[config.mk]
export PLATFORM = sky130hd
export DESIGN_NAME = frontend
export DESIGN_NICKNAME = d
export VERILOG_FILES = /design/src/source/frontend_pkg.sv /design/src/source/inst_decoder.sv /design/src/source/decode_fifo.sv /design/src/source/pc_sequencer.sv /design/src/source/frontend.sv
export SDC_FILE = /design/constraint.sdc
export NUM_CORES = 1
export LEC_CHECK = 0
export BUFFER_PORTS_ARGS = -buffer_cell sky130_fd_sc_hd__clkbuf_2
export CAP_MARGIN = 20
export CORE_MARGIN = 2
export CORE_UTILIZATION = 54
export CTS_BUF_LIST = sky130_fd_sc_hd__clkbuf_4 sky130_fd_sc_hd__clkbuf_8 sky130_fd_sc_hd__clkbuf_16
export CTS_CLUSTER_SIZE = 20
export DETAILED_ROUTE_END_ITERATION = 6
export PLACE_DENSITY = 0.73
export SYNTH_ARGS = -nofsm -noshare
export SYNTH_HDL_FRONTEND = slang
export SYNTH_SLANG_ARGS = --single-unit
export TNS_END_PERCENT = 1
[constraint.sdc]
create_clock -name clk -period 16.45 [get_ports clk]
set_clock_uncertainty 0.05 [all_clocks]
set_input_delay 0.8225 -clock clk [delete_from_list [all_inputs] [get_ports clk]]
set_output_delay 0.8225 -clock clk [all_outputs]
set_load 0.05 [all_outputs]
[src/source/frontend_pkg.sv]
package frontend_pkg;

    localparam int XLEN       = 32;
    localparam logic [XLEN-1:0] RESET_PC = 32'h0000_1000;
    localparam int FIFO_DEPTH = 4;

    // RV32I major opcodes
    localparam logic [6:0] OPC_LUI    = 7'b0110111;
    localparam logic [6:0] OPC_AUIPC  = 7'b0010111;
    localparam logic [6:0] OPC_JAL    = 7'b1101111;
    localparam logic [6:0] OPC_JALR   = 7'b1100111;
    localparam logic [6:0] OPC_BRANCH = 7'b1100011;
    localparam logic [6:0] OPC_LOAD   = 7'b0000011;
    localparam logic [6:0] OPC_STORE  = 7'b0100011;
    localparam logic [6:0] OPC_OP_IMM = 7'b0010011;
    localparam logic [6:0] OPC_OP     = 7'b0110011;

    typedef enum logic [3:0] {
        cls_lui, cls_auipc, cls_jal, cls_jalr, cls_branch,
        cls_load, cls_store, cls_op_imm, cls_op, cls_illegal
    } inst_class_e;

    typedef enum logic [3:0] {
        alu_add, alu_sub, alu_sll, alu_slt, alu_sltu,
        alu_xor, alu_srl, alu_sra, alu_or, alu_and
    } alu_op_e;

    typedef enum logic [3:0] {
        mem_none, mem_lb, mem_lh, mem_lw, mem_lbu,
        mem_lhu, mem_sb, mem_sh, mem_sw
    } mem_op_e;

    typedef enum logic [2:0] {
        br_none, br_eq, br_ne, br_lt, br_ge, br_ltu, br_geu
    } br_cond_e;

    typedef enum logic [1:0] {
        opa_rs1, opa_pc, opa_zero
    } opa_sel_e;

    typedef enum logic [1:0] {
        opb_rs2, opb_imm, opb_four
    } opb_sel_e;

    typedef struct packed {
        logic [XLEN-1:0] inst;
        logic [XLEN-1:0] rs1_val;
        logic [XLEN-1:0] rs2_val;
    } fetch_pkt_t;

    typedef struct packed {
        inst_class_e     inst_class;
        alu_op_e         alu_op;
        mem_op_e         mem_op;
        br_cond_e        br_cond;
        logic [XLEN-1:0] imm;
        opa_sel_e        opa_sel;
        opb_sel_e        opb_sel;
        logic [4:0]      rd;
        logic            gpr_we;
        logic [XLEN-1:0] rs1_val;
        logic [XLEN-1:0] rs2_val;
    } dec_pkt_t;

    typedef struct packed {
        logic [XLEN-1:0] pc;
        logic [XLEN-1:0] next_pc;
        alu_op_e         alu_op;
        mem_op_e         mem_op;
        logic [XLEN-1:0] opr_a;
        logic [XLEN-1:0] opr_b;
        logic [XLEN-1:0] store_data;
        logic [4:0]      rd;
        logic            gpr_we;
        logic            illegal;
        logic            taken;     // Branch or jump redirects the PC
    } exec_pkt_t;

endpackage

[src/source/inst_decoder.sv]
`timescale 1ns/100ps

module inst_decoder (
    input  logic                     clk,
    input  logic                     rst,
    input  logic                     in_valid,
    output logic                     in_ready,
    input  frontend_pkg::fetch_pkt_t in_pkt,
    output logic                     dec_valid,
    output frontend_pkg::dec_pkt_t   dec_pkt,
    input  logic                     fifo_full
);
    import frontend_pkg::*;

    logic [6:0]      opcode;
    logic [2:0]      funct3;
    logic [4:0]      rd;
    logic            alt;        // inst[30], picks sub and sra
    logic [XLEN-1:0] imm_i;
    logic [XLEN-1:0] imm_s;
    logic [XLEN-1:0] imm_b;
    logic [XLEN-1:0] imm_u;
    logic [XLEN-1:0] imm_j;
    alu_op_e         arith_op;
    dec_pkt_t        dec_next;

    assign opcode = in_pkt.inst[6:0];
    assign funct3 = in_pkt.inst[14:12];
    assign rd     = in_pkt.inst[11:7];
    assign alt    = in_pkt.inst[30];

    // Five immediate formats, all sign extended except U
    assign imm_i = {{20{in_pkt.inst[31]}}, in_pkt.inst[31:20]};
    assign imm_s = {{20{in_pkt.inst[31]}}, in_pkt.inst[31:25], in_pkt.inst[11:7]};
    assign imm_b = {{19{in_pkt.inst[31]}}, in_pkt.inst[31], in_pkt.inst[7],
                    in_pkt.inst[30:25], in_pkt.inst[11:8], 1'b0};
    assign imm_u = {in_pkt.inst[31:12], 12'b0};
    assign imm_j = {{11{in_pkt.inst[31]}}, in_pkt.inst[31], in_pkt.inst[19:12],
                    in_pkt.inst[20], in_pkt.inst[30:21], 1'b0};

    // ALU table shared by op and op_imm
    always_comb begin
        case (funct3)
            3'd0:    arith_op = (alt && opcode == OPC_OP) ? alu_sub : alu_add;
            3'd1:    arith_op = alu_sll;
            3'd2:    arith_op = alu_slt;
            3'd3:    arith_op = alu_sltu;
            3'd4:    arith_op = alu_xor;
            3'd5:    arith_op = alt ? alu_sra : alu_srl;
            3'd6:    arith_op = alu_or;
            default: arith_op = alu_and;
        endcase
    end

    always_comb begin
        dec_next.inst_class = cls_illegal;
        dec_next.alu_op     = alu_add;
        dec_next.mem_op     = mem_none;
        dec_next.br_cond    = br_none;
        dec_next.imm        = '0;
        dec_next.opa_sel    = opa_rs1;
        dec_next.opb_sel    = opb_rs2;
        dec_next.rd         = rd;
        dec_next.rs1_val    = in_pkt.rs1_val;
        dec_next.rs2_val    = in_pkt.rs2_val;
        case (opcode)
            OPC_LUI: begin
                dec_next.inst_class = cls_lui;
                dec_next.imm        = imm_u;
                dec_next.opa_sel    = opa_zero;
                dec_next.opb_sel    = opb_imm;
            end
            OPC_AUIPC: begin
                dec_next.inst_class = cls_auipc;
                dec_next.imm        = imm_u;
                dec_next.opa_sel    = opa_pc;
                dec_next.opb_sel    = opb_imm;
            end
            OPC_JAL, OPC_JALR: begin
                dec_next.inst_class = (opcode == OPC_JAL) ? cls_jal : cls_jalr;
                dec_next.imm        = (opcode == OPC_JAL) ? imm_j : imm_i;
                dec_next.opa_sel    = opa_pc;       // Link value is pc + 4
                dec_next.opb_sel    = opb_four;
            end
            OPC_BRANCH: begin
                dec_next.inst_class = cls_branch;
                dec_next.alu_op     = alu_sub;
                dec_next.imm        = imm_b;
                case (funct3)
                    3'd0:    dec_next.br_cond = br_eq;
                    3'd1:    dec_next.br_cond = br_ne;
                    3'd4:    dec_next.br_cond = br_lt;
                    3'd5:    dec_next.br_cond = br_ge;
                    3'd6:    dec_next.br_cond = br_ltu;
                    3'd7:    dec_next.br_cond = br_geu;
                    default: dec_next.inst_class = cls_illegal;
                endcase
            end
            OPC_LOAD: begin
                dec_next.inst_class = cls_load;
                dec_next.imm        = imm_i;
                dec_next.opb_sel    = opb_imm;
                case (funct3)
                    3'd0:    dec_next.mem_op = mem_lb;
                    3'd1:    dec_next.mem_op = mem_lh;
                    3'd2:    dec_next.mem_op = mem_lw;
                    3'd4:    dec_next.mem_op = mem_lbu;
                    3'd5:    dec_next.mem_op = mem_lhu;
                    default: dec_next.inst_class = cls_illegal;
                endcase
            end
            OPC_STORE: begin
                dec_next.inst_class = cls_store;
                dec_next.imm        = imm_s;
                dec_next.opb_sel    = opb_imm;
                case (funct3)
                    3'd0:    dec_next.mem_op = mem_sb;
                    3'd1:    dec_next.mem_op = mem_sh;
                    3'd2:    dec_next.mem_op = mem_sw;
                    default: dec_next.inst_class = cls_illegal;
                endcase
            end
            OPC_OP_IMM: begin
                dec_next.inst_class = cls_op_imm;
                dec_next.alu_op     = arith_op;
                dec_next.imm        = imm_i;
                dec_next.opb_sel    = opb_imm;
            end
            OPC_OP: begin
                dec_next.inst_class = cls_op;
                dec_next.alu_op     = arith_op;
            end
            default: dec_next.inst_class = cls_illegal;  // CSR, fence and the rest
        endcase
        // Bad funct3 falls back to a plain illegal word
        if (dec_next.inst_class == cls_illegal) begin
            dec_next.alu_op  = alu_add;
            dec_next.mem_op  = mem_none;
            dec_next.br_cond = br_none;
            dec_next.imm     = '0;
            dec_next.opa_sel = opa_rs1;
            dec_next.opb_sel = opb_rs2;
        end
        dec_next.gpr_we = (rd != 5'd0) && (dec_next.inst_class inside
            {cls_lui, cls_auipc, cls_jal, cls_jalr, cls_load, cls_op_imm, cls_op});
    end

    assign in_ready = !dec_valid || !fifo_full;   // Empty, or drained this cycle

    always_ff @(posedge clk) begin
        if (rst) begin
            dec_valid <= 1'b0;
        end else if (in_valid && in_ready) begin
            dec_valid <= 1'b1;
        end else if (!fifo_full) begin
            dec_valid <= 1'b0;
        end
    end

    always_ff @(posedge clk) begin
        if (in_valid && in_ready) begin
            dec_pkt <= dec_next;
        end
    end

endmodule

[src/source/decode_fifo.sv]
`timescale 1ns/100ps

module decode_fifo #(
    parameter int DEPTH = frontend_pkg::FIFO_DEPTH
) (
    input  logic                   clk,
    input  logic                   rst,
    input  logic                   push,
    input  frontend_pkg::dec_pkt_t push_pkt,
    output logic                   full,
    input  logic                   pop,
    output frontend_pkg::dec_pkt_t head_pkt,
    output logic                   empty
);
    import frontend_pkg::*;

    dec_pkt_t                   mem [DEPTH];
    logic [$clog2(DEPTH)-1:0]   wr_ptr;
    logic [$clog2(DEPTH)-1:0]   rd_ptr;
    logic [$clog2(DEPTH+1)-1:0] count;
    logic                       do_push;
    logic                       do_pop;

    assign full     = (count == DEPTH);
    assign empty    = (count == 0);
    assign do_push  = push && !full;     // Writes into a full buffer are dropped
    assign do_pop   = pop && !empty;
    assign head_pkt = mem[rd_ptr];

    always_ff @(posedge clk) begin
        if (do_push) begin
            mem[wr_ptr] <= push_pkt;
        end
    end

    always_ff @(posedge clk) begin
        if (rst) begin
            wr_ptr <= '0;
            rd_ptr <= '0;
            count  <= '0;
        end else begin
            if (do_push) begin
                wr_ptr <= (wr_ptr == DEPTH - 1) ? '0 : wr_ptr + 1'b1;
            end
            if (do_pop) begin
                rd_ptr <= (rd_ptr == DEPTH - 1) ? '0 : rd_ptr + 1'b1;
            end
            // Simultaneous push and pop leave the count alone
            case ({do_push, do_pop})
                2'b10:   count <= count + 1'b1;
                2'b01:   count <= count - 1'b1;
                default: count <= count;
            endcase
        end
    end

endmodule

[src/source/pc_sequencer.sv]
`timescale 1ns/100ps

module pc_sequencer (
    input  logic                    clk,
    input  logic                    rst,
    input  logic                    fifo_empty,
    input  frontend_pkg::dec_pkt_t  head_pkt,
    output logic                    pop,
    output logic                    out_valid,
    input  logic                    out_ready,
    output frontend_pkg::exec_pkt_t out_pkt
);
    import frontend_pkg::*;

    logic [XLEN-1:0] pc;
    logic            cond;
    logic            taken;
    logic [XLEN-1:0] seq_pc;
    logic [XLEN-1:0] rel_target;
    logic [XLEN-1:0] jalr_sum;
    logic [XLEN-1:0] next_pc;
    logic [XLEN-1:0] opr_a;
    logic [XLEN-1:0] opr_b;
    exec_pkt_t       exec_next;

    // Branch compare on the raw register values
    always_comb begin
        case (head_pkt.br_cond)
            br_eq:   cond = (head_pkt.rs1_val == head_pkt.rs2_val);
            br_ne:   cond = (head_pkt.rs1_val != head_pkt.rs2_val);
            br_lt:   cond = ($signed(head_pkt.rs1_val) < $signed(head_pkt.rs2_val));
            br_ge:   cond = ($signed(head_pkt.rs1_val) >= $signed(head_pkt.rs2_val));
            br_ltu:  cond = (head_pkt.rs1_val < head_pkt.rs2_val);
            br_geu:  cond = (head_pkt.rs1_val >= head_pkt.rs2_val);
            default: cond = 1'b0;
        endcase
    end

    assign taken = (head_pkt.inst_class == cls_jal) || (head_pkt.inst_class == cls_jalr)
                || (head_pkt.inst_class == cls_branch && cond);

    assign seq_pc     = pc + XLEN'(4);
    assign rel_target = pc + head_pkt.imm;
    assign jalr_sum   = head_pkt.rs1_val + head_pkt.imm;

    always_comb begin
        if (head_pkt.inst_class == cls_jalr) begin
            next_pc = {jalr_sum[XLEN-1:1], 1'b0};   // Target bit 0 cleared
        end else if (taken) begin
            next_pc = rel_target;
        end else begin
            next_pc = seq_pc;                       // Illegal words fall through here
        end
    end

    always_comb begin
        case (head_pkt.opa_sel)
            opa_pc:   opr_a = pc;
            opa_zero: opr_a = '0;
            default:  opr_a = head_pkt.rs1_val;
        endcase
        case (head_pkt.opb_sel)
            opb_imm:  opr_b = head_pkt.imm;
            opb_four: opr_b = XLEN'(4);
            default:  opr_b = head_pkt.rs2_val;
        endcase
    end

    always_comb begin
        exec_next.pc         = pc;
        exec_next.next_pc    = next_pc;
        exec_next.alu_op     = head_pkt.alu_op;
        exec_next.mem_op     = head_pkt.mem_op;
        exec_next.opr_a      = opr_a;
        exec_next.opr_b      = opr_b;
        exec_next.store_data = head_pkt.rs2_val;
        exec_next.rd         = head_pkt.rd;
        exec_next.gpr_we     = head_pkt.gpr_we;
        exec_next.illegal    = (head_pkt.inst_class == cls_illegal);
        exec_next.taken      = taken;
    end

    assign pop = !fifo_empty && (!out_valid || out_ready);  // Output slot free or leaving

    always_ff @(posedge clk) begin
        if (rst) begin
            pc        <= RESET_PC;
            out_valid <= 1'b0;
        end else if (pop) begin
            pc        <= next_pc;
            out_valid <= 1'b1;
        end else if (out_ready) begin
            out_valid <= 1'b0;
        end
    end

    always_ff @(posedge clk) begin
        if (pop) begin
            out_pkt <= exec_next;
        end
    end

endmodule

[src/source/frontend.sv]
`timescale 1ns/100ps

module frontend (
    input  logic                    clk,
    input  logic                    rst,
    input  logic                    in_valid,
    output logic                    in_ready,
    input  frontend_pkg::fetch_pkt_t in_pkt,
    output logic                    out_valid,
    input  logic                    out_ready,
    output frontend_pkg::exec_pkt_t out_pkt
);
    import frontend_pkg::*;

    logic     dec_valid;
    dec_pkt_t dec_pkt;
    logic     fifo_full;
    logic     fifo_empty;
    dec_pkt_t head_pkt;
    logic     pop;

    inst_decoder u_decoder (
        .clk       (clk),
        .rst       (rst),
        .in_valid  (in_valid),
        .in_ready  (in_ready),
        .in_pkt    (in_pkt),
        .dec_valid (dec_valid),
        .dec_pkt   (dec_pkt),
        .fifo_full (fifo_full)
    );

    // Lets decode run ahead of a stalled consumer
    decode_fifo #(
        .DEPTH (FIFO_DEPTH)
    ) u_fifo (
        .clk      (clk),
        .rst      (rst),
        .push     (dec_valid),
        .push_pkt (dec_pkt),
        .full     (fifo_full),
        .pop      (pop),
        .head_pkt (head_pkt),
        .empty    (fifo_empty)
    );

    pc_sequencer u_sequencer (
        .clk        (clk),
        .rst        (rst),
        .fifo_empty (fifo_empty),
        .head_pkt   (head_pkt),
        .pop        (pop),
        .out_valid  (out_valid),
        .out_ready  (out_ready),
        .out_pkt    (out_pkt)
    );

endmodule

==> results <==
- The worst setup path is launched from a flip-flop.
- In this run, post-CTS repair resized a total of 0 instances.
- The highest ir drop seen on vdd is 0.000145 V.
- The met1 usage is 37.7%.
- In this run, the number of DRC markers left after iteration 0 of detailed routing was 2,111.
- The library cell used as clock root buffer is clkbuf_16.
- The area growth from synthesis to layout is 14.5%.
- The analysis attributes to cell leakage a power of 14.4 nW.
- STA puts the critical path data arrival time at 6710 ps.
- By count the netlist is led by edfxtp_1, nand2_1, mux4_2, a21oi_1, nor2_1.
- The first global-routing pass estimated 131,000 um of wire.
- In the finished design, the share of the clock period the worst path needs comes to 38.8%.
- The height of the chip is 258 um.
- The die covers 66,400 um2.
- The transition time at the pin with the least slew margin is 1070 ps.
- The remaining antenna violation count is 0.
- The number of hold-slack violations in the final timing report is 0.
- Entering global routing, the biggest net connects 123 pins.
- Derived from the worst setup path, the maximum achievable clock frequency is 157 MHz.
- In the final layout, the share of cells above drive strength 1 is 22.8%.
- After clock tree synthesis, the flow added hold-fix buffers numbering 0.
- The cell count after synthesis came out at 2,175.
- The initial utilization of the core area, before any placement, comes to 54.3%.
- Pin placement for this block handled 278 I/O pins.
- The run finished with clean final reports.
- The number of nets in the synthesized netlist is 2,381.
- Counting the buffers created by CTS gives 80.
- Summed over all layers, the routed wires come to 88,400 um.
- Using the TritonRoute via totals, the vias-per-cell ratio works out to 6.01.
- The count of nets after finishing is 2,679.
- The path class of the tightest hold or removal check is in2reg.
- Global routing finished with a remaining overflow of 0.
- The clock net sink count is 824.
- The routed design could run at a clock period as short as 6390 ps.
- The via count of the first global-routing pass is 20,300.
- The cell with the largest stage delay on the worst path is a2111oi_0.
- The flip-flop and latch count after synthesis is 824.
- The sequential fraction of the synthesis area is 69.9%.
- The critical path capture point type is a flip-flop.
- The share of the synthesized area in the top cell type is 67.5%.
- The HPWL reported at the end of detailed placement is 60,500 um.
- The critical path in this run is classified as reg2reg.
- The congestion estimate from routability-driven global placement came to 0.951.
- The max-capacitance violation count is 0.
- Clock-pin slew was measured on the worst setup and hold paths at 70 ps.
- The share of flip-flops with an asynchronous set or reset is 0%.
- Setup repair after global routing left no endpoint under its margin.
- After synthesis, the cell types taking the most area are edfxtp_1, mux4_2, ha_1.
- Global routing consumed, on the met3 layer, 3.70% of the routing resources.
- In the post-synthesis netlist, the cell with the most instances is edfxtp_1.
- Post-CTS timing repair inserted 0 buffers for setup.
- The synthesized design contains 781 enable-type register cells.
- The number of input and output port buffers inserted is 277.
- The number of diodes is 0.
- The max-slew headroom at the worst pin is 28.8%.
- For this run, the leading register cell type out of synthesis is edfxtp_1.
- The most utilized layer in the global route result is met2.
- The clock latency of the later-clocked register in the worst-skew pair is 660 ps.
- The signal on the critical path passes through buf_4 -> buf_4 -> mux4_2 -> ha_1 -> nor2b_1 -> o211ai_1 -> a2111oi_0 -> o31a_1 -> nor3b_1 -> o31ai_4 -> nand2_4 -> a2111oi_0 -> a211oi_1 -> a21o_1.
- The initial antenna violation count came to 3.
- The routed layout has 20,400 vias.
- The number of buffers on the longest clock path is 3.
- The routing usage on met2 is 42.7%.
- The utilization after layout is 62.2%.
- After layout, the design draws a total of 0.00834 W.
- Setup slack on the critical path of the routed design comes to 10,060 ps.
- The longest individual stage delay on the worst path is 800 ps.
- TritonCTS built the clock tree.
- For this run, the detailed router's first-pass iteration total came to 5.
- Summed over all failing endpoints, the final setup total negative slack is 0 ps.
- OpenSTA, run right after detailed placement, puts the worst setup slack at 10,040 ps.
- The library cell occupying the most area in the post-synthesis netlist is edfxtp_1.
- The synthesized area divided by synthesized cell count is 16.0 um2.
- Power spread over the standard cell area amounts to 210 nW/um2.
- Yosys mapped the design onto 76 distinct sky130hd cell types.
- The post-detailed-route DRC marker count is 0.
- The overall routing resource usage is 26.8%.
- The critical-path maximum fanout is 58.
- The critical path required time is 16,770 ps.
- The worst hold-check slack is 309 ps.
- The number of max-slew violations in the final report came to 0.
- Row generation in the floorplan step produced 93 rows.
- The number of endpoints failing setup at the final stage is 0.
- In the final routed layout, each cell accounts on average for 26.0 um.
- The synthesized netlist occupies a cell area of 34,800 um2.
- In this run the horizontal extent of the chip is 258 um.
- The number of warnings reported in the yosys synthesis log is 0.
- The total area inside the core boundary comes to 64,000 um2.
- The H-tree depth is 3.
==> final timing paths <==
check                                startpoint                            endpoint  slack (ps)  cells past startpoint
max                                   flip-flop  u_sequencer.out_pkt[140]$_DFFE_PP_       10060                     14
min reg2reg  u_sequencer.out_valid$_SDFFE_PP0P_  u_sequencer.out_valid$_SDFFE_PP0P_         430                      2
min                                  in_pkt[17]     u_decoder.dec_pkt[17]$_DFFE_PP_         310                      1
max reg2reg                           flip-flop  u_sequencer.out_pkt[140]$_DFFE_PP_       10060                     14
==> layout by cell type, fill, tap and decap left out, drive strengths merged, types with 6 or more instances in the layout <==
cell	netlist	routed
nand4	21	21
nor3	25	25
clkinv	2	29
buf	23	22
o21ai	88	88
and3	23	23
ha	103	103
nand2b	10	10
a21o	56	56
edfxtp	781	781
dfxtp	43	43
o21a	13	13
a211oi	16	16
o31a	6	6
or3	7	7
nor2	108	108
mux4	121	121
nand2	165	165
a22o	34	34
bufinv	0	7
o211ai	11	11
and2	12	12
nor4	6	6
inv	71	77
a22oi	6	6
nand3	33	33
clkbuf	60	373
mux2i	20	20
xor2	33	33
nor2b	16	16
clkinvlp	0	12
xnor2	51	51
a31oi	14	14
a21oi	119	119
==> layer usage <==
metal | up-vias | part of all wire, %
li1 | 9113 | -
met1 | 10300 | 41
met2 | 894 | 48
met3 | 137 | 6.8
met4 | 4 | 3.7
met5 | - | 0.021
==> sequential cells by signal, summed over array words and instances (netlist names), named ones only <==
register               cells
u_sequencer.out_pkt      176
u_sequencer.out_valid      1
u_sequencer.pc            32
u_decoder.dec_valid        1
u_fifo.rd_ptr              2
u_fifo.wr_ptr              2
u_decoder.dec_pkt        121
u_fifo.mem               484
u_fifo.count               3
==> worst max-delay path: cells and delay by family (launching register included) <==
kind,cells,cell delay [ps]
AO/OA/AOI/OAI,7,2680
buffers and inverters,2,1440
AND/OR/NAND/NOR,3,540
multiplexers,1,500
flip-flops,1,470
adder cells (fa/ha/maj),1,330
==> area by class of cell <==
class	count	area, um2
clock buffers	96	2150
clock inverters	52	532
fillers	4653	24200
inverters	73	287
multi-input cells	1195	9860
flip-flops and latches	824	24300
well taps	855	1070
repair buffers	299	1570
==> cells by family after synthesis <==
kind of cell | synth area share [%]
flip-flops | 69.9
XOR/XNOR | 2.12
buffers and inverters | 1.79
AO/OA/AOI/OAI | 7.78
adder cells (fa/ha/maj) | 3.88
multiplexers | 8.51
AND/OR/NAND/NOR | 5.98
==> per-stage QoR <==
stage          cell area [um2]  instances
3_5_place_dp             37100       3245
5_1_grt                  39800       3394
3_3_place_gp             37100       3245
6_report                 39800       3394
4_1_cts                  39800       3393
2_1_floorplan            34800       2175
==> report_power, final <==
part	switching (W)	internal [W]	total, W
registers	0.000237	0.00283	0.00306
clock network	0.000785	0.00106	0.00184
logic	0.00245	0.000995	0.00344
No activity file was read; power rests on OpenSTA's default activity.
